### config.mk
export PLATFORM = sky130hd
export DESIGN_NAME = denseLayerTop
export DESIGN_NICKNAME = d
export VERILOG_FILES = /design/src/logic/nnLayerPkg.sv /design/src/logic/denseLayerTop.sv /design/src/logic/classSelect.sv /design/src/logic/neuronNode.sv /design/src/logic/sampleAssembler.sv
export SDC_FILE = /design/constraint.sdc
export NUM_CORES = 1
export LEC_CHECK = 0
export BUFFER_PORTS_ARGS = -buffer_cell sky130_fd_sc_hd__buf_2
export CORE_MARGIN = 2
export CORE_UTILIZATION = 60
export DETAILED_ROUTE_END_ITERATION = 12
export PLACE_DENSITY = 0.8
export SKIP_CTS_REPAIR_TIMING = 1
export SYNTH_ARGS = -nofsm -noshare
export SYNTH_HDL_FRONTEND = slang
export SYNTH_SLANG_ARGS = --single-unit
### constraint.sdc
create_clock -name clk -period 9.3 [get_ports clk]
set_clock_uncertainty 0.05 [all_clocks]
set_input_delay 0.465 -clock clk [delete_from_list [all_inputs] [get_ports clk]]
set_output_delay 0.465 -clock clk [all_outputs]
set_load 0.02 [all_outputs]
### src/logic/nnLayerPkg.sv
`default_nettype none

package nnLayerPkg;

	// ~~~~~~~~~~~~~~~~~~~~~~~~~~~~~~~~~~~~~~~~~~~~~~~~~~~~~~~~~~~
	// Layer sizes
	// ~~~~~~~~~~~~~~~~~~~~~~~~~~~~~~~~~~~~~~~~~~~~~~~~~~~~~~~~~~~

	localparam int numInputs = 8;
	localparam int numNodes = 4;
	localparam int dataWidth = 8;
	localparam int classWidth = $clog2(numNodes);

	// Vector valid to activation valid, in cycles
	localparam int nodeLatency = 3;

	// ~~~~~~~~~~~~~~~~~~~~~~~~~~~~~~~~~~~~~~~~~~~~~~~~~~~~~~~~~~~
	// Fixed weights, row per node, column per input
	// ~~~~~~~~~~~~~~~~~~~~~~~~~~~~~~~~~~~~~~~~~~~~~~~~~~~~~~~~~~~

	localparam byte weightTable [numNodes][numInputs] = '{
		'{ 36,  24,  -9,  19,  -8, -58,   5,  69},
		'{ 40, 100,  20,  -5, -42,  80, -20,   1},
		'{ 17,  23, -23, -41,  23, -70,  36,  17},
		'{ 61,  90, -22, -34,  10, -38,  13,  -7}
	};

	// Nodes 0 and 2 share a bias, so a zero sample ties them
	localparam byte biasTable [numNodes] = '{13, -4, 13, 0};

	// ~~~~~~~~~~~~~~~~~~~~~~~~~~~~~~~~~~~~~~~~~~~~~~~~~~~~~~~~~~~
	// Data structs
	// ~~~~~~~~~~~~~~~~~~~~~~~~~~~~~~~~~~~~~~~~~~~~~~~~~~~~~~~~~~~

	// Input 0 sits in the low byte
	typedef struct packed
	{
		logic signed [dataWidth-1:0] in7;
		logic signed [dataWidth-1:0] in6;
		logic signed [dataWidth-1:0] in5;
		logic signed [dataWidth-1:0] in4;
		logic signed [dataWidth-1:0] in3;
		logic signed [dataWidth-1:0] in2;
		logic signed [dataWidth-1:0] in1;
		logic signed [dataWidth-1:0] in0;
	} featureVec;

	// Node 0 sits in the low byte
	typedef struct packed
	{
		logic [dataWidth-1:0] node3;
		logic [dataWidth-1:0] node2;
		logic [dataWidth-1:0] node1;
		logic [dataWidth-1:0] node0;
	} activationVec;

	typedef struct packed
	{
		logic [classWidth-1:0] classIdx;
		activationVec acts;
	} layerResult;

endpackage

`default_nettype wire
### src/logic/denseLayerTop.sv
`timescale 1ns/1ps
`default_nettype none

module denseLayerTop
(
	input logic clk,
	input logic reset,
	input logic signed [nnLayerPkg::dataWidth-1:0] byteIn,
	input logic byteStrobe,
	input logic sampleStart,
	output logic resultValid,
	output nnLayerPkg::layerResult result
);

	nnLayerPkg::featureVec vec;
	logic vecValid;
	wire nnLayerPkg::activationVec acts;

	sampleAssembler assembler
	(
		.clk(clk),
		.reset(reset),
		.byteIn(byteIn),
		.byteStrobe(byteStrobe),
		.sampleStart(sampleStart),
		.vec(vec),
		.vecValid(vecValid)
	);

	// ~~~~~~~~~~~~~~~~~~~~~~~~~~~~~~~~~~~~~~~~~~~~~~~~~~~~~~~~~~~
	// One node per activation byte
	// ~~~~~~~~~~~~~~~~~~~~~~~~~~~~~~~~~~~~~~~~~~~~~~~~~~~~~~~~~~~

	for (genvar g = 0; g < nnLayerPkg::numNodes; g++)
	begin : nodes
		neuronNode
		#(
			.nodeIndex(g)
		)
		node
		(
			.clk(clk),
			.reset(reset),
			.vec(vec),
			.act(acts[g*nnLayerPkg::dataWidth +: nnLayerPkg::dataWidth])
		);
	end

	classSelect selector
	(
		.clk(clk),
		.reset(reset),
		.vecValid(vecValid),
		.acts(acts),
		.resultValid(resultValid),
		.result(result)
	);

endmodule

`default_nettype wire

### src/logic/classSelect.sv
`timescale 1ns/1ps
`default_nettype none

module classSelect
(
	input logic clk,
	input logic reset,
	input logic vecValid,
	input nnLayerPkg::activationVec acts,
	output logic resultValid,
	output nnLayerPkg::layerResult result
);

	logic [nnLayerPkg::nodeLatency-1:0] validPipe;
	logic alignedValid;
	logic [nnLayerPkg::classWidth-1:0] bestIdx;
	logic [nnLayerPkg::dataWidth-1:0] bestAct;

	// Valid delay matching the node pipeline
	always_ff @(posedge clk)
	begin
		if (reset)
		begin
			validPipe <= '0;
		end
		else
		begin
			validPipe <= {validPipe[nnLayerPkg::nodeLatency-2:0], vecValid};
		end
	end

	assign alignedValid = validPipe[nnLayerPkg::nodeLatency-1];

	// ~~~~~~~~~~~~~~~~~~~~~~~~~~~~~~~~~~~~~~~~~~~~~~~~~~~~~~~~~~~
	// Argmax over unsigned activations
	// ~~~~~~~~~~~~~~~~~~~~~~~~~~~~~~~~~~~~~~~~~~~~~~~~~~~~~~~~~~~

	always_comb
	begin
		bestIdx = '0;
		bestAct = acts[nnLayerPkg::dataWidth-1:0];
		for (int n = 1; n < nnLayerPkg::numNodes; n++)
		begin
			// Strict compare, so equal maxima keep the lower index
			if (acts[n*nnLayerPkg::dataWidth +: nnLayerPkg::dataWidth] > bestAct)
			begin
				bestIdx = n[nnLayerPkg::classWidth-1:0];
				bestAct = acts[n*nnLayerPkg::dataWidth +: nnLayerPkg::dataWidth];
			end
		end
	end

	// Result held until the next aligned pulse
	always_ff @(posedge clk)
	begin
		if (reset)
		begin
			resultValid <= 1'b0;
			result <= '0;
		end
		else
		begin
			resultValid <= alignedValid;
			if (alignedValid)
			begin
				result.classIdx <= bestIdx;
				result.acts <= acts;
			end
		end
	end

endmodule

`default_nettype wire

### src/logic/neuronNode.sv
`timescale 1ns/1ps
`default_nettype none

module neuronNode
#(
	parameter int unsigned nodeIndex = 0
)
(
	input logic clk,
	input logic reset,
	input nnLayerPkg::featureVec vec,
	output logic [nnLayerPkg::dataWidth-1:0] act
);

	nnLayerPkg::featureVec vecReg;
	logic signed [nnLayerPkg::dataWidth-1:0] products [nnLayerPkg::numInputs];
	logic signed [nnLayerPkg::dataWidth-1:0] sumNext;
	logic signed [nnLayerPkg::dataWidth-1:0] sumReg;

	// ~~~~~~~~~~~~~~~~~~~~~~~~~~~~~~~~~~~~~~~~~~~~~~~~~~~~~~~~~~~
	// Products and sum wrapping at 8 bits
	// ~~~~~~~~~~~~~~~~~~~~~~~~~~~~~~~~~~~~~~~~~~~~~~~~~~~~~~~~~~~

	// Only the low byte of each product survives
	always_comb
	begin
		for (int i = 0; i < nnLayerPkg::numInputs; i++)
		begin
			products[i] = $signed(vecReg[i*nnLayerPkg::dataWidth +: nnLayerPkg::dataWidth])
				* nnLayerPkg::weightTable[nodeIndex][i];
		end
	end

	// Sum modulo 256
	always_comb
	begin
		sumNext = nnLayerPkg::biasTable[nodeIndex];
		for (int i = 0; i < nnLayerPkg::numInputs; i++)
		begin
			sumNext = sumNext + products[i];
		end
	end

	// ~~~~~~~~~~~~~~~~~~~~~~~~~~~~~~~~~~~~~~~~~~~~~~~~~~~~~~~~~~~
	// Three register stages
	// ~~~~~~~~~~~~~~~~~~~~~~~~~~~~~~~~~~~~~~~~~~~~~~~~~~~~~~~~~~~

	always_ff @(posedge clk)
	begin
		if (reset)
		begin
			vecReg <= '0;
			sumReg <= '0;
			act <= '0;
		end
		else
		begin
			// Input sampled every cycle without an enable
			vecReg <= vec;
			sumReg <= sumNext;
			// ReLU on the sign bit
			if (sumReg[nnLayerPkg::dataWidth-1])
			begin
				act <= '0;
			end
			else
			begin
				act <= sumReg;
			end
		end
	end

endmodule

`default_nettype wire

### src/logic/sampleAssembler.sv
`timescale 1ns/1ps
`default_nettype none

module sampleAssembler
(
	input logic clk,
	input logic reset,
	input logic signed [nnLayerPkg::dataWidth-1:0] byteIn,
	input logic byteStrobe,
	input logic sampleStart,
	output nnLayerPkg::featureVec vec,
	output logic vecValid
);

	logic [$clog2(nnLayerPkg::numInputs)-1:0] bytePos;
	logic [$clog2(nnLayerPkg::numInputs)-1:0] curPos;
	logic [(nnLayerPkg::numInputs-1)*nnLayerPkg::dataWidth-1:0] shiftReg;
	logic lastByte;

	// A start strobe always lands at position zero
	assign curPos = sampleStart ? '0 : bytePos;
	assign lastByte = byteStrobe && (curPos == nnLayerPkg::numInputs - 1);

	// ~~~~~~~~~~~~~~~~~~~~~~~~~~~~~~~~~~~~~~~~~~~~~~~~~~~~~~~~~~~
	// Byte position and shift register
	// ~~~~~~~~~~~~~~~~~~~~~~~~~~~~~~~~~~~~~~~~~~~~~~~~~~~~~~~~~~~

	always_ff @(posedge clk)
	begin
		if (reset)
		begin
			bytePos <= '0;
			shiftReg <= '0;
		end
		else if (byteStrobe)
		begin
			// Newest byte enters at the top, oldest drifts down
			shiftReg <= {byteIn, shiftReg[$bits(shiftReg)-1:nnLayerPkg::dataWidth]};
			if (lastByte)
			begin
				bytePos <= '0;
			end
			else
			begin
				bytePos <= curPos + 1'b1;
			end
		end
		else if (sampleStart)
		begin
			bytePos <= '0;
		end
	end

	// Vector load on the eighth byte
	always_ff @(posedge clk)
	begin
		if (reset)
		begin
			vec <= '0;
			vecValid <= 1'b0;
		end
		else
		begin
			vecValid <= lastByte;
			if (lastByte)
			begin
				vec <= {byteIn, shiftReg};
			end
		end
	end

endmodule

`default_nettype wire

**Yosys cells after proc, flatten, opt, wreduce, memory -nomap -nowiden**

Cells that the tools add are included.
W data, S select, Z words.

- Output and inout bits: 35
- Word-level logic and storage cells: 118
- Input port bits: 12
- Register bits: 290

- Multipliers: 30
- Add/sub/neg operators: 33
- $lt $le $gt $ge: 3
- Reduce and logical (&&, ||, !) cells: 5
- Eq/ne operators: 1
- Mux-type cells: 8

Operators by type and width:

| operator | number |
|---|---|
| $add A8 B8 Y8 | 28 |
| $mul A8 B6 Y8 const B | 6 |
| $mul A8 B6 Y7 const B | 4 |
| $gt A8 B8 Y1 | 3 |
| $mul A8 B4 Y8 const B | 3 |
| $add A5 B8 Y8 const A | 2 |
| $mul A8 B4 Y6 const B | 2 |
| $mul A8 B5 Y6 const B | 2 |
| $mul A8 B5 Y8 const B | 2 |
| $mul A8 B7 Y7 const B | 2 |
| $mul A8 B7 Y8 const B | 2 |
| $mux W8 | 2 |
| $mux W3 | 3 |
| $add A3 B8 Y8 const A | 1 |
| $mul A8 B3 Y5 const B | 1 |
| $mul A8 B4 Y4 const B | 1 |
| $mul A8 B4 Y5 const B | 1 |
| $mul A8 B4 Y7 const B | 1 |
| $mul A8 B5 Y7 const B | 1 |
| $mul A8 B6 Y6 const B | 1 |
| $mul A8 B8 Y8 const B | 1 |
| $reduce_or A2 Y1 | 4 |
| $neg A5 Y5 | 1 |
| $mux W2 | 2 |
| other kinds (4) | 4 |

**Longest topological paths before layout**

Gate-level depths: netlist of run 1.

- Depth after elaboration: 9
- Gate-level depth with buffers: 29
- Depth with buffers taken out: 29

**Modules after synthesis**

From an unflattened synthesis of run 1, not the netlist that was laid out.

- Cells, all modules: 2659
- Area total of the unflattened synthesis: 27815.4 sq um

By module, submodules not included:

| module | times used | cells an instance | area each (sq um) |
|---|---|---|---|
| neuronNode (nodes[2].node) | 1 | 549 | 5878.1 |
| neuronNode (nodes[3].node) | 1 | 537 | 5701.7 |
| neuronNode (nodes[0].node) | 1 | 485 | 5156.2 |
| sampleAssembler | 1 | 490 | 4938.5 |
| neuronNode (nodes[1].node) | 1 | 353 | 3906.2 |
| classSelect | 1 | 245 | 2234.6 |

**Worst setup path after synthesis of run 1**

Ideal clock, no wire load.

- Kind: reg2reg
- Start: reg nodes[3].node.vecReg[42] (netlist bit)
- End: reg nodes[3].node.sumReg[7] (netlist bit)
- Path slack: 2011 ps
- Buffers on the path: 0
- Arrival: 7112 ps
- Data required time: 9122 ps
- Stages on the path, launching flop included: 30
- Clock period less this slack: 7289 ps
- Path through: dfxtp_1 -> ha_1 -> ha_1 -> inv_1 -> fa_1 -> fa_1 -> inv_1 -> ha_1 -> inv_1 -> fa_1 -> inv_1 -> fa_1 -> inv_1 -> fa_1 -> inv_1 -> fa_1 -> inv_1 -> fa_1 -> inv_1 -> fa_1 -> inv_1 -> fa_1 -> xor2_1 -> xnor2_1 -> xnor2_1 -> xnor2_1 -> xnor2_1 -> xnor2_1 -> xnor2_1 -> nor2_1

- Word-level cells in the longest chain between the ends: 4

Ends and longest elaborated chain:

| item | RTL line | RTL |
|---|---|---|
| from (decl) | neuronNode.sv:15 | `nnLayerPkg::featureVec vecReg;` |
| from (signal assigned) | neuronNode.sv:59 | `vecReg <= vec;` |
| $mul A8 B6 Y7 | neuronNode.sv:30 | `* nnLayerPkg::weightTable[nodeIndex][i];` |
| $add A8 B8 Y8 (3 in a row) | neuronNode.sv:40 | `sumNext = sumNext + products[i];` |
| to (signal assigned) | neuronNode.sv:60 | `sumReg <= sumNext;` |
| to (decl) | neuronNode.sv:18 | `logic signed [nnLayerPkg::dataWidth-1:0] sumReg;` |

Every way passes these cells.
A chain may end at the register's enable or synchronous reset.

**Final worst setup path of run 1**

- Start: reg nodes[3].node.vecReg[26] (netlist bit)
- End: reg nodes[3].node.sumReg[7] (netlist bit)

- Word-level cells in the longest chain between the ends: 6

Ends and longest elaborated chain:

| item | RTL line |
|---|---|
| $mul A8 B6 Y7 | neuronNode.sv:30 |
| $add A8 B8 Y8 (5 in a row) | neuronNode.sv:40 |

Every way passes these cells.

==> flow_summary_export.csv, run 1 <==
group,metric,value,unit
placement,dp_hpwl,43.5,mm
clocking,cts_root_buf,"clkbuf_16",
synthesis,synth_cell_types,35,
sta,rsz0062_at_grt,"false",
sta,min_period_over_period,83.1,%
synthesis,synth.avg_cell_area,10.1,um2
die,rows,69,
synthesis,yosysWarnings,0,
clocking,clock_path_buffers,3,
sta,slew_viol_final,0,
sta,fin_crit,7.73,ns
sta,max-slew-margin-rel,30.7,%
pwr,swShare,22.3,%
clocking,worstSkewPairLatency,0.60,ns
placement,place_inst,2595,
placement,place.gp.congestion,1.01,
run,drv_cap,0,
cells_and_area,fillCellCount,2827,
detailed_routing,drt_pre_antenna_iters,5,
worst_setup_path,crit_required,9.72,ns
synthesis,synth_top_area_share,26.1,%
pwr,fin_total_pwr,2590,uW
synthesis,synth.area.top_cells,"dfxtp_1 26%, fa_1 23%, ha_1 18%, inv_1 7.8%, xnor2_1 7.4%",
global_routing,grt_pass1_wl,84.1,mm
pwr,p_leak,0.0112,uW
global_routing,antenna_found_initial,0,
die,die_h,193,um
cells_and_area,final-seq-area,5610,um2
sta,tightestPinTransition,1.04,ns
sta,hold_ws,0.0688,ns
synthesis,netlist_area,21500,um2
clocking,clock_sinks,280,
worst_setup_path,reg2regPathDepth,26,
clocking,cts_htree_levels,1,
worst_setup_path,max_stage_delay,0.71,ns
cells_and_area,nNetsFinal,2729,
global_routing,grt_max_degree,98,
pwr,internal_power,2010,uW
worst_setup_path,cp-end-kind,"flip-flop",
synthesis,yosysTopAreaCell,"dfxtp_1",
synthesis,synth_edf_count,0,
detailed_routing,first_iter_violations,618,
synthesis,async_flop_share,0,%
pwr,clockPowerShare,49.3,%
cells_and_area,syn_to_final_growth,8.26,%
pwr,power_frac_seq,47.0,%
pwr,p_switching,576,uW
worst_setup_path,critPathLaunchType,"flip-flop",
cells_and_area,utilization,65.7,%
synthesis,syn_inst,2130,
global_routing,grt.overflow.total,0,
detailed_routing,vias_per_cell,5.19,
pwr,ir_worst_vdd,176,uV
detailed_routing,drt.antenna.violating_nets,0,
die,pin_count,47,
cells_and_area,fin_cells,2651,
die,initial_utilization,60.7,%
sta,fin_setup_tns,0,ns
global_routing,grt_use_total,29.8,%
synthesis,ys_ff_latch,280,
sta,hold_viol_final,0,
pwr,power_density,111,nW/um2
die,die_width,193,um
die,core,35400,um2
worst_setup_path,slowest_stage,"dfxtp_1",
detailed_routing,vias,13700,
cells_and_area,multi_input_area,14000,um2
cells_and_area,diodes,0,
worst_setup_path,critical_path_peak_fanout,10,
min_path,hold_depth,3,
min_path,hp-class,"primary input to flip-flop",
synthesis,seq_area_frac_synth,26.1,%
pwr,combPwrFrac,3.7,%
worst_setup_path,cp.arrival,8.15,ns
sta,setup-violations-final,0,
die,die_area,37300,um2
detailed_routing,routed_wl,54.1,mm
global_routing,grt_pass1_vias,14800,
detailed_routing,route.detailed.drc,0,
clocking,cts_tree,"built",
worst_setup_path,cp_common_cell,"fa_1",
detailed_routing,wl_per_cell,20.4,um
outcome,status,"completed",
cells_and_area,drive_above_1_share,5.21,%
clocking,numCtsBuffers,30,
synthesis,synth_ff_type,"dfxtp_1",
placement,port-buffer-count,42,
worst_setup_path,crit_type,"flip-flop to flip-flop",
sta,clock.fmax,0.129,GHz
clocking,clk_pin_slew,0.07,ns
power groups by stage:
stage / sequential (uW) / combinational (uW) / clock (uW)
2_1_floorplan: 1240 / 76.3 / 0
3_3_place_gp: 1240 / 92.2 / 0
3_5_place_dp: 1240 / 95.0 / 0
4_1_cts: 1220 / 95.8 / 1300
5_1_grt: 1220 / 107 / 1350
6_report: 1220 / 95.5 / 1280
cells by family (layout without fill, tap and decap cells):
kind of cell / after synthesis / after routing / synth area share [%]
compound gates: 123 / 123 / 3.46
xor+xnor: 212 / 212 / 8.73
fa+ha+maj: 551 / 551 / 40.6
buf+inv: 505 / 562 / 8.90
flops: 280 / 280 / 26.1
mux: 93 / 93 / 4.34
other cells: 1 / 4 / 0.0175
simple gates: 365 / 365 / 7.90
cells in the final DEF, fill, tap and decap left out, types with 4 or more instances in the layout:
cell type | synthesis | final
o21ai_0 | 12 | 12
buf_4 | 4 | 17
nor2_1 | 119 | 119
o21a_1 | 7 | 7
clkbuf_16 | 0 | 30
fa_1 | 243 | 243
ha_1 | 308 | 308
mux2i_1 | 91 | 91
conb_1 | 1 | 4
xor2_1 | 30 | 30
xnor2_1 | 181 | 181
buf_2 | 1 | 40
bufinv_16 | 0 | 5
clkbuf_1 | 41 | 7
a21o_1 | 12 | 12
a21oi_1 | 63 | 63
inv_1 | 448 | 448
clkinv_2 | 0 | 4
nand2_1 | 113 | 112
o22a_1 | 13 | 13
and2_1 | 29 | 29
nor2b_1 | 93 | 93
dfxtp_1 | 280 | 279
critical path, delay by kind of cell, from the launching register on:
family | cells | cell delay [ns]
xor gates and xnor gates | 7 | 1.17
adders and majority gates | 11 | 5.29
buffers and inverters | 7 | 0.36
DFF | 1 | 0.71
and+or+nand+nor | 1 | 0.06
sequential cells by signal, summed over array words and instances (netlist names):
name and flops:
assembler.vec 63, nodes.node.vecReg 63, assembler.shiftReg 56, nodes.node.sumReg 32, selector.result 30, nodes.node.act 28
assembler.bytePos 3, selector.validPipe 3, assembler.vecValid 1, selector.resultValid 1
metrics by stage:
stage,cell area [um2],setup slack (ns)
2_1_floorplan,21500,2.01
3_3_place_gp,22200,1.65
3_5_place_dp,22200,1.51
4_1_cts,23300,1.57
5_1_grt,23300,1.33
6_report,23300,1.57
synthesized netlist by cell type (all sizes together) (2+ instances only):
library cell	instances
a21oi	65
mux2i	91
nand3	3
o22a	13
nand2	113
nor2	119
o21a	7
o21ai	14
a21o	12
fa	243
a211oi	2
nand2b	3
clkbuf	41
nand4	2
o21bai	3
nor3	2
mux2	2
dfxtp	280
xor2	31
buf	16
a31oi	3
a21boi	2
nor2b	93
o22ai	2
xnor2	181
and2	29
ha	308
inv	448
area by class of cell:
class,count,share of cell area (%)
multi-input cells,1348,60.1
clock inverters,16,1.10
clock buffers,40,3.52
repair buffers,58,1.46
inverters,448,7.23
flip-flops and latches,280,24.1
well taps,461,2.48
metal layers:
metal | vias to the layer above | share of wire (%) | GRT usage (%)
met5 | - | 0 | 0
met4 | 0 | 6.6 | 16.4
met3 | 142 | 4.6 | 4.67
met2 | 337 | 49 | 51.1
met1 | 6721 | 40 | 36.0
li1 | 6549 | - | -
path summary, 6_finish.rpt:
path                                                           from                            endpoint  slack, ns
worst max-delay path            nodes[3].node.vecReg[26]$_SDFF_PP0_  nodes[3].node.sumReg[7]$_SDFF_PP0_       1.57
worst max register to register  nodes[3].node.vecReg[26]$_SDFF_PP0_  nodes[3].node.sumReg[7]$_SDFF_PP0_       1.57
worst min-delay path                                      byteIn[2]      assembler.vec[58]$_SDFFE_PP0P_       0.07
worst min register to register   nodes[0].node.sumReg[5]$_SDFF_PP0_     nodes[0].node.act[5]$_SDFF_PP0_       0.37
Power figures use the tool's default switching activity.
==> inputs of run 2 (changes only) <==
==> constraint.sdc (replaced) <==
create_clock -name clk -period 7.8 [get_ports clk]
set_clock_uncertainty 0.05 [all_clocks]
set_input_delay 0.39 -clock clk [delete_from_list [all_inputs] [get_ports clk]]
set_output_delay 0.39 -clock clk [all_outputs]
set_load 0.02 [all_outputs]
==> run 2 against run 1 <==
Effect of this change:
- cell count increased by 0.53%
- setup slack got worse by 1.2 ns
- first-iteration DRC count decreased by 2.4%
- clock power is 12% higher
- final area up 0.35%
- global-route usage fell by 2.0 points
- wire length shrank 6.3%
- die area unchanged
- via count about the same
- hold slack got worse by 0.056 ns
- register-to-register slack lost 1.2 ns
==> flow_summary_export.csv, run 2 (synthesis gave the netlist of run 1 again) <==
group,metric,value,unit
global_routing,met3_usage,4.10,%
run,drv_cap,0,
global_routing,grt_pass1_vias,15000,
cells_and_area,nNetsFinal,2745,
worst_setup_path,crit_type,"flip-flop to flip-flop",
min_path,hp-class,"primary input to flip-flop",
detailed_routing,wl_per_cell,19.0,um
worst_setup_path,crit_required,8.18,ns
sta,max-slew-margin-rel,30.8,%
die,initial_utilization,60.7,%
global_routing,grt_max_degree,115,
global_routing,grt.overflow.total,0,
cells_and_area,largestRegisters,"assembler.vec: 63 flops, nodes.node.vecReg: 63 flops, assembler.shiftReg: 56 flops",
sta,rsz0062_at_grt,"false",
worst_setup_path,crit-reg2reg-launch,"nodes[3].node.vecReg[42]$_SDFF_PP0_",
sta,clock.fmax,0.134,GHz
global_routing,antenna_found_initial,0,
min_path,hp-start,"byteIn[6]",
clocking,numCtsBuffers,29,
detailed_routing,vias,13700,
global_routing,use_met1,33.3,%
global_routing,top_usage_layer,"met2",
worst_setup_path,r2r-end,"nodes[3].node.sumReg[7]$_SDFF_PP0_",
sta,setup-violations-final,0,
placement,port-buffer-count,42,
sta,fin_setup_tns,0,ns
cells_and_area,diodes,0,
pwr,power_density,129,nW/um2
placement,place.gp.congestion,0.983,
worst_setup_path,cp.arrival,7.85,ns
cells_and_area,final_common_cell,"inv_1",
die,die_width,193,um
clocking,worstSkewPairLatency,0.58,ns
sta,fin_ws,0.337,ns
detailed_routing,drt_pre_antenna_iters,5,
sta,hold_viol_final,0,
global_routing,grt_pass1_wl,80.2,mm
sta,fin_crit,7.46,ns
worst_setup_path,rrSetupSlack,0.34,ns
die,core,35400,um2
die,die_h,193,um
pwr,p_leak,0.0113,uW
clocking,cts_root_buf,"clkbuf_16",
cells_and_area,drive_above_1_share,6.22,%
sta,min_period_over_period,95.7,%
pwr,ir_worst_vdd,228,uV
clocking,clock_sinks,280,
cells_and_area,syn_to_final_growth,8.63,%
sta,slew_viol_final,0,
worst_setup_path,max_stage_delay,0.54,ns
detailed_routing,routed_wl,50.7,mm
placement,place_ws,0.122,ns
clocking,clock_path_buffers,3,
worst_setup_path,slowest_stage,"fa_1",
clocking,clk_pin_slew,0.07,ns
detailed_routing,route.detailed.drc,0,
global_routing,met2_usage,48.6,%
placement,place_inst,2612,
cells_and_area,fin_cells,2665,
die,rows,69,
sta,tightestPinTransition,1.04,ns
detailed_routing,drt.antenna.violating_nets,0,
min_path,hold_depth,3,
worst_setup_path,critical_path_peak_fanout,4,
detailed_routing,first_iter_violations,603,
worst_setup_path,reg2regPathDepth,29,
global_routing,grt_use_total,27.8,%
placement,dp_hpwl,41.1,mm
die,pin_count,47,
die,die_area,37300,um2
min_path,holdPathEnd,"assembler.vec[62]$_SDFFE_PP0P_",
detailed_routing,vias_per_cell,5.16,
sta,hold_ws,0.0127,ns
cells_and_area,final_cell_mix,"448 x inv_1, 307 x ha_1, 276 x dfxtp_1",
cells_and_area,final_cell_area,23300,um2
worst_setup_path,cp-end-kind,"flip-flop",
clocking,cts_tree,"built",
placement,placed_cell_area,22300,um2
clocking,cts_htree_levels,1,
worst_setup_path,critPathLaunchType,"flip-flop",
outcome,status,"completed",
## run 2: final cells by class
cell class | count | area, um2
multi-input cells | 1348 | 14000
fillers | 2846 | 12100
flip-flops and latches | 280 | 5620
inverters | 448 | 1680
clock buffers | 37 | 806
well taps | 461 | 577
repair buffers | 75 | 467
clock inverters | 16 | 196
## run 2: routing by layer
metal	part of all wire (%)	vias to the layer above
li1	-	6580
met1	40	6709
met2	49	333
met3	5.1	125
met4	6.1	0
met5	0	-
## run 2: critical path, delay by kind of cell, from the launching register on
kind                     cells  cell delay (ns)
adder cells (fa/ha/maj)     12             5.25
flip-flops                   1             0.36
buffers and inverters        9             0.49
AND/OR/NAND/NOR              1             0.05
XOR/XNOR                     7             1.12
## run 2: worst max-delay path by stage
stage | start | endpoint | slack, ns | cells after the start
after global routing | nodes[3].node.vecReg[42]$_SDFF_PP0_ | nodes[3].node.sumReg[7]$_SDFF_PP0_ | 0.03 | 29
final | nodes[3].node.vecReg[42]$_SDFF_PP0_ | nodes[3].node.sumReg[7]$_SDFF_PP0_ | 0.34 | 29
after detailed placement | nodes[3].node.vecReg[43]$_SDFF_PP0_ | nodes[3].node.sumReg[7]$_SDFF_PP0_ | 0.12 | 28
after floorplan | nodes[3].node.vecReg[42]$_SDFF_PP0_ | nodes[3].node.sumReg[7]$_SDFF_PP0_ | 0.51 | 29
after global placement | nodes[3].node.vecReg[42]$_SDFF_PP0_ | nodes[3].node.sumReg[7]$_SDFF_PP0_ | 0.24 | 28
after CTS | nodes[3].node.vecReg[43]$_SDFF_PP0_ | nodes[3].node.sumReg[7]$_SDFF_PP0_ | 0.10 | 28
## run 2: where the power goes
group / internal, uW / switching [uW] / total [uW]
Combinational: 42.8 / 71.1 / 114
Clock: 840 / 603 / 1440
Sequential: 1440 / 8.15 / 1450
## run 2: per-stage QoR
stage / util (%) / total power (uW)
floorplan: - / 1570
global placement: 63.0 / 1590
detailed placement: 63.0 / 1600
CTS: 65.9 / 3030
global route: 65.9 / 3090
finish: 65.9 / 3010
==> inputs of run 3 (changes only) <==
--- a/config.mk
+++ b/config.mk
@@ -10,7 +10,9 @@
 export CORE_UTILIZATION = 60
 export DETAILED_ROUTE_END_ITERATION = 12
 export PLACE_DENSITY = 0.8
+export RECOVER_POWER = 25
 export SKIP_CTS_REPAIR_TIMING = 1
+export SLEW_MARGIN = 20
 export SYNTH_ARGS = -nofsm -noshare
 export SYNTH_HDL_FRONTEND = slang
 export SYNTH_SLANG_ARGS = --single-unit
==> run 3 against run 2 <==
Effect of this change:
- the run now ends with max-capacitance violations, max-slew violations left
- hold slack about the same
- wire length about the same
- global-route usage is the same
- power increased by 0.13%
- largest power group unchanged
==> flow_summary_export.csv, run 3 (synthesis gave the netlist of run 1 again) <==
group,metric,value,unit
detailed_routing,vias,13800,
min_path,hold_depth,3,
global_routing,grt.overflow.total,0,
sta,max-slew-margin-rel,-193,%
sta,fin_setup_tns,0,ns
worst_setup_path,cp-end-kind,"flip-flop",
die,initial_utilization,60.7,%
cells_and_area,diodes,0,
detailed_routing,route.detailed.drc,0,
sta,hold_ws,0.0125,ns
worst_setup_path,crit_type,"flip-flop to flip-flop",
pwr,power_density,129,nW/um2
worst_setup_path,reg2regPathDepth,29,
pwr,p_leak,0.0113,uW
global_routing,grt_max_degree,115,
worst_setup_path,critical_path_peak_fanout,4,
cells_and_area,nNetsFinal,2745,
cells_and_area,multi_input_area,14000,um2
detailed_routing,wl_per_cell,19.0,um
sta,tightestPinTransition,4.39,ns
min_path,holdPathEnd,"assembler.vec[62]$_SDFFE_PP0P_",
detailed_routing,routed_wl,50.7,mm
sta,clock.fmax,0.134,GHz
global_routing,grt_pass1_wl,80.2,mm
sta,slew_viol_final,97,
die,rows,69,
cells_and_area,largestRegisters,"assembler.vec: 63 flops, nodes.node.vecReg: 63 flops, assembler.shiftReg: 56 flops",
worst_setup_path,rrSetupSlack,0.34,ns
sta,setup-violations-final,0,
sta,fin_crit,7.46,ns
cells_and_area,syn_to_final_growth,8.59,%
clocking,clock_sinks,280,
worst_setup_path,cp.arrival,7.84,ns
worst_setup_path,slowest_stage,"fa_1",
placement,port-buffer-count,42,
sta,rsz0062_at_grt,"false",
global_routing,grt_use_total,27.8,%
detailed_routing,vias_per_cell,5.16,
detailed_routing,first_iter_violations,644,
clocking,cts_root_buf,"clkbuf_16",
clocking,cts_tree,"built",
min_path,hp-start,"byteIn[6]",
clocking,clk_pin_slew,0.07,ns
placement,place.gp.congestion,0.983,
global_routing,grt_pass1_vias,15000,
clocking,numCtsBuffers,29,
die,die_h,193,um
worst_setup_path,crit_required,8.18,ns
sta,hold_viol_final,0,
clocking,worstSkewPairLatency,0.58,ns
worst_setup_path,critPathLaunchType,"flip-flop",
cells_and_area,final-seq-area,5610,um2
clocking,clock_path_buffers,3,
pwr,ir_worst_vdd,228,uV
global_routing,antenna_found_initial,0,
cells_and_area,fillCellCount,2848,
outcome,status,"complete, but fails checks",
detailed_routing,drt.antenna.violating_nets,0,
detailed_routing,drt_pre_antenna_iters,5,
cells_and_area,drive_above_1_share,5.94,%
cells_and_area,final_common_cell,"inv_1",
sta,min_period_over_period,95.6,%
cells_and_area,final_cell_mix,"448 x inv_1, 307 x ha_1, 277 x dfxtp_1",
outcome,violations,"max-capacitance violations, max-slew violations",
min_path,hp-class,"primary input to flip-flop",
worst_setup_path,max_stage_delay,0.54,ns
die,die_area,37300,um2
worst_setup_path,r2r-end,"nodes[3].node.sumReg[7]$_SDFF_PP0_",
worst_setup_path,crit-reg2reg-launch,"nodes[3].node.vecReg[42]$_SDFF_PP0_",
clocking,cts_htree_levels,1,
die,pin_count,47,
die,core,35400,um2
die,die_width,193,um
run,drv_cap,2,
placement,dp_hpwl,41.1,mm
==> run 3: cell types whose count changed in the layout (fill, tap and decap cells not counted) <==
| cell | previous run | this run |
|---|---|---|
| and2_0 | 0 | 5 |
| and2_1 | 29 | 24 |
| buf_2 | 40 | 36 |
| buf_4 | 34 | 33 |
| clkbuf_1 | 3 | 8 |
| dfxtp_1 | 276 | 277 |
| dfxtp_2 | 2 | 1 |
==> run 3: through the flow <==
step,util (%),setup slack (ns),instance area (um2),instances,power (uW)
6_report,65.9,0.341,23300,2665,3010
5_1_grt,65.9,0.0292,23300,2665,3090
4_1_cts,65.9,0.101,23300,2665,3030
3_5_place_dp,63.0,0.122,22300,2612,1600
3_3_place_gp,63.0,0.243,22300,2612,1590
2_1_floorplan,-,0.511,21500,2133,1570
==> run 3: layout make-up <==
type | count | area share, %
Clock buffer | 37 | 3.45
Multi-Input combinational cell | 1348 | 60.0
Tap cell | 461 | 2.47
Clock inverter | 16 | 0.842
Inverter | 448 | 7.21
Sequential cell | 280 | 24.1
Timing Repair Buffer | 75 | 1.96
==> run 3: critical path: cells and delay by family, from the launching register on <==
family | cells | cell delay (ns)
simple gates | 1 | 0.05
buf+inv | 9 | 0.50
flops | 1 | 0.36
xor+xnor | 7 | 1.11
fa+ha+maj | 12 | 5.25
==> run 3: how the worst max path moves through the flow <==
stage                                              startpoint                            endpoint  slack, ns  depth (start not counted)
after floorplan           nodes[3].node.vecReg[42]$_SDFF_PP0_  nodes[3].node.sumReg[7]$_SDFF_PP0_       0.51                         29
after global placement    nodes[3].node.vecReg[42]$_SDFF_PP0_  nodes[3].node.sumReg[7]$_SDFF_PP0_       0.24                         28
after detailed placement  nodes[3].node.vecReg[43]$_SDFF_PP0_  nodes[3].node.sumReg[7]$_SDFF_PP0_       0.12                         28
after CTS                 nodes[3].node.vecReg[43]$_SDFF_PP0_  nodes[3].node.sumReg[7]$_SDFF_PP0_       0.10                         28
after global routing      nodes[3].node.vecReg[42]$_SDFF_PP0_  nodes[3].node.sumReg[7]$_SDFF_PP0_       0.03                         29
final                     nodes[3].node.vecReg[42]$_SDFF_PP0_  nodes[3].node.sumReg[7]$_SDFF_PP0_       0.34                         29
==> run 3: metal layers <==
metal | track usage, % | up-vias | wire, um
met5 | 0 | - | 0
met4 | 14.5 | 0 | 3130
met3 | 4.10 | 128 | 2660
met2 | 48.6 | 333 | 24800
met1 | 33.3 | 6712 | 20100
li1 | - | 6581 | -
==> run 3: report_power, final <==
group          switching, uW  internal [uW]  leakage (uW)
Sequential              8.15           1440       0.00227
Combinational           71.1           46.8       0.00849
Clock                    603            840      0.000493
Total                    682           2330        0.0113
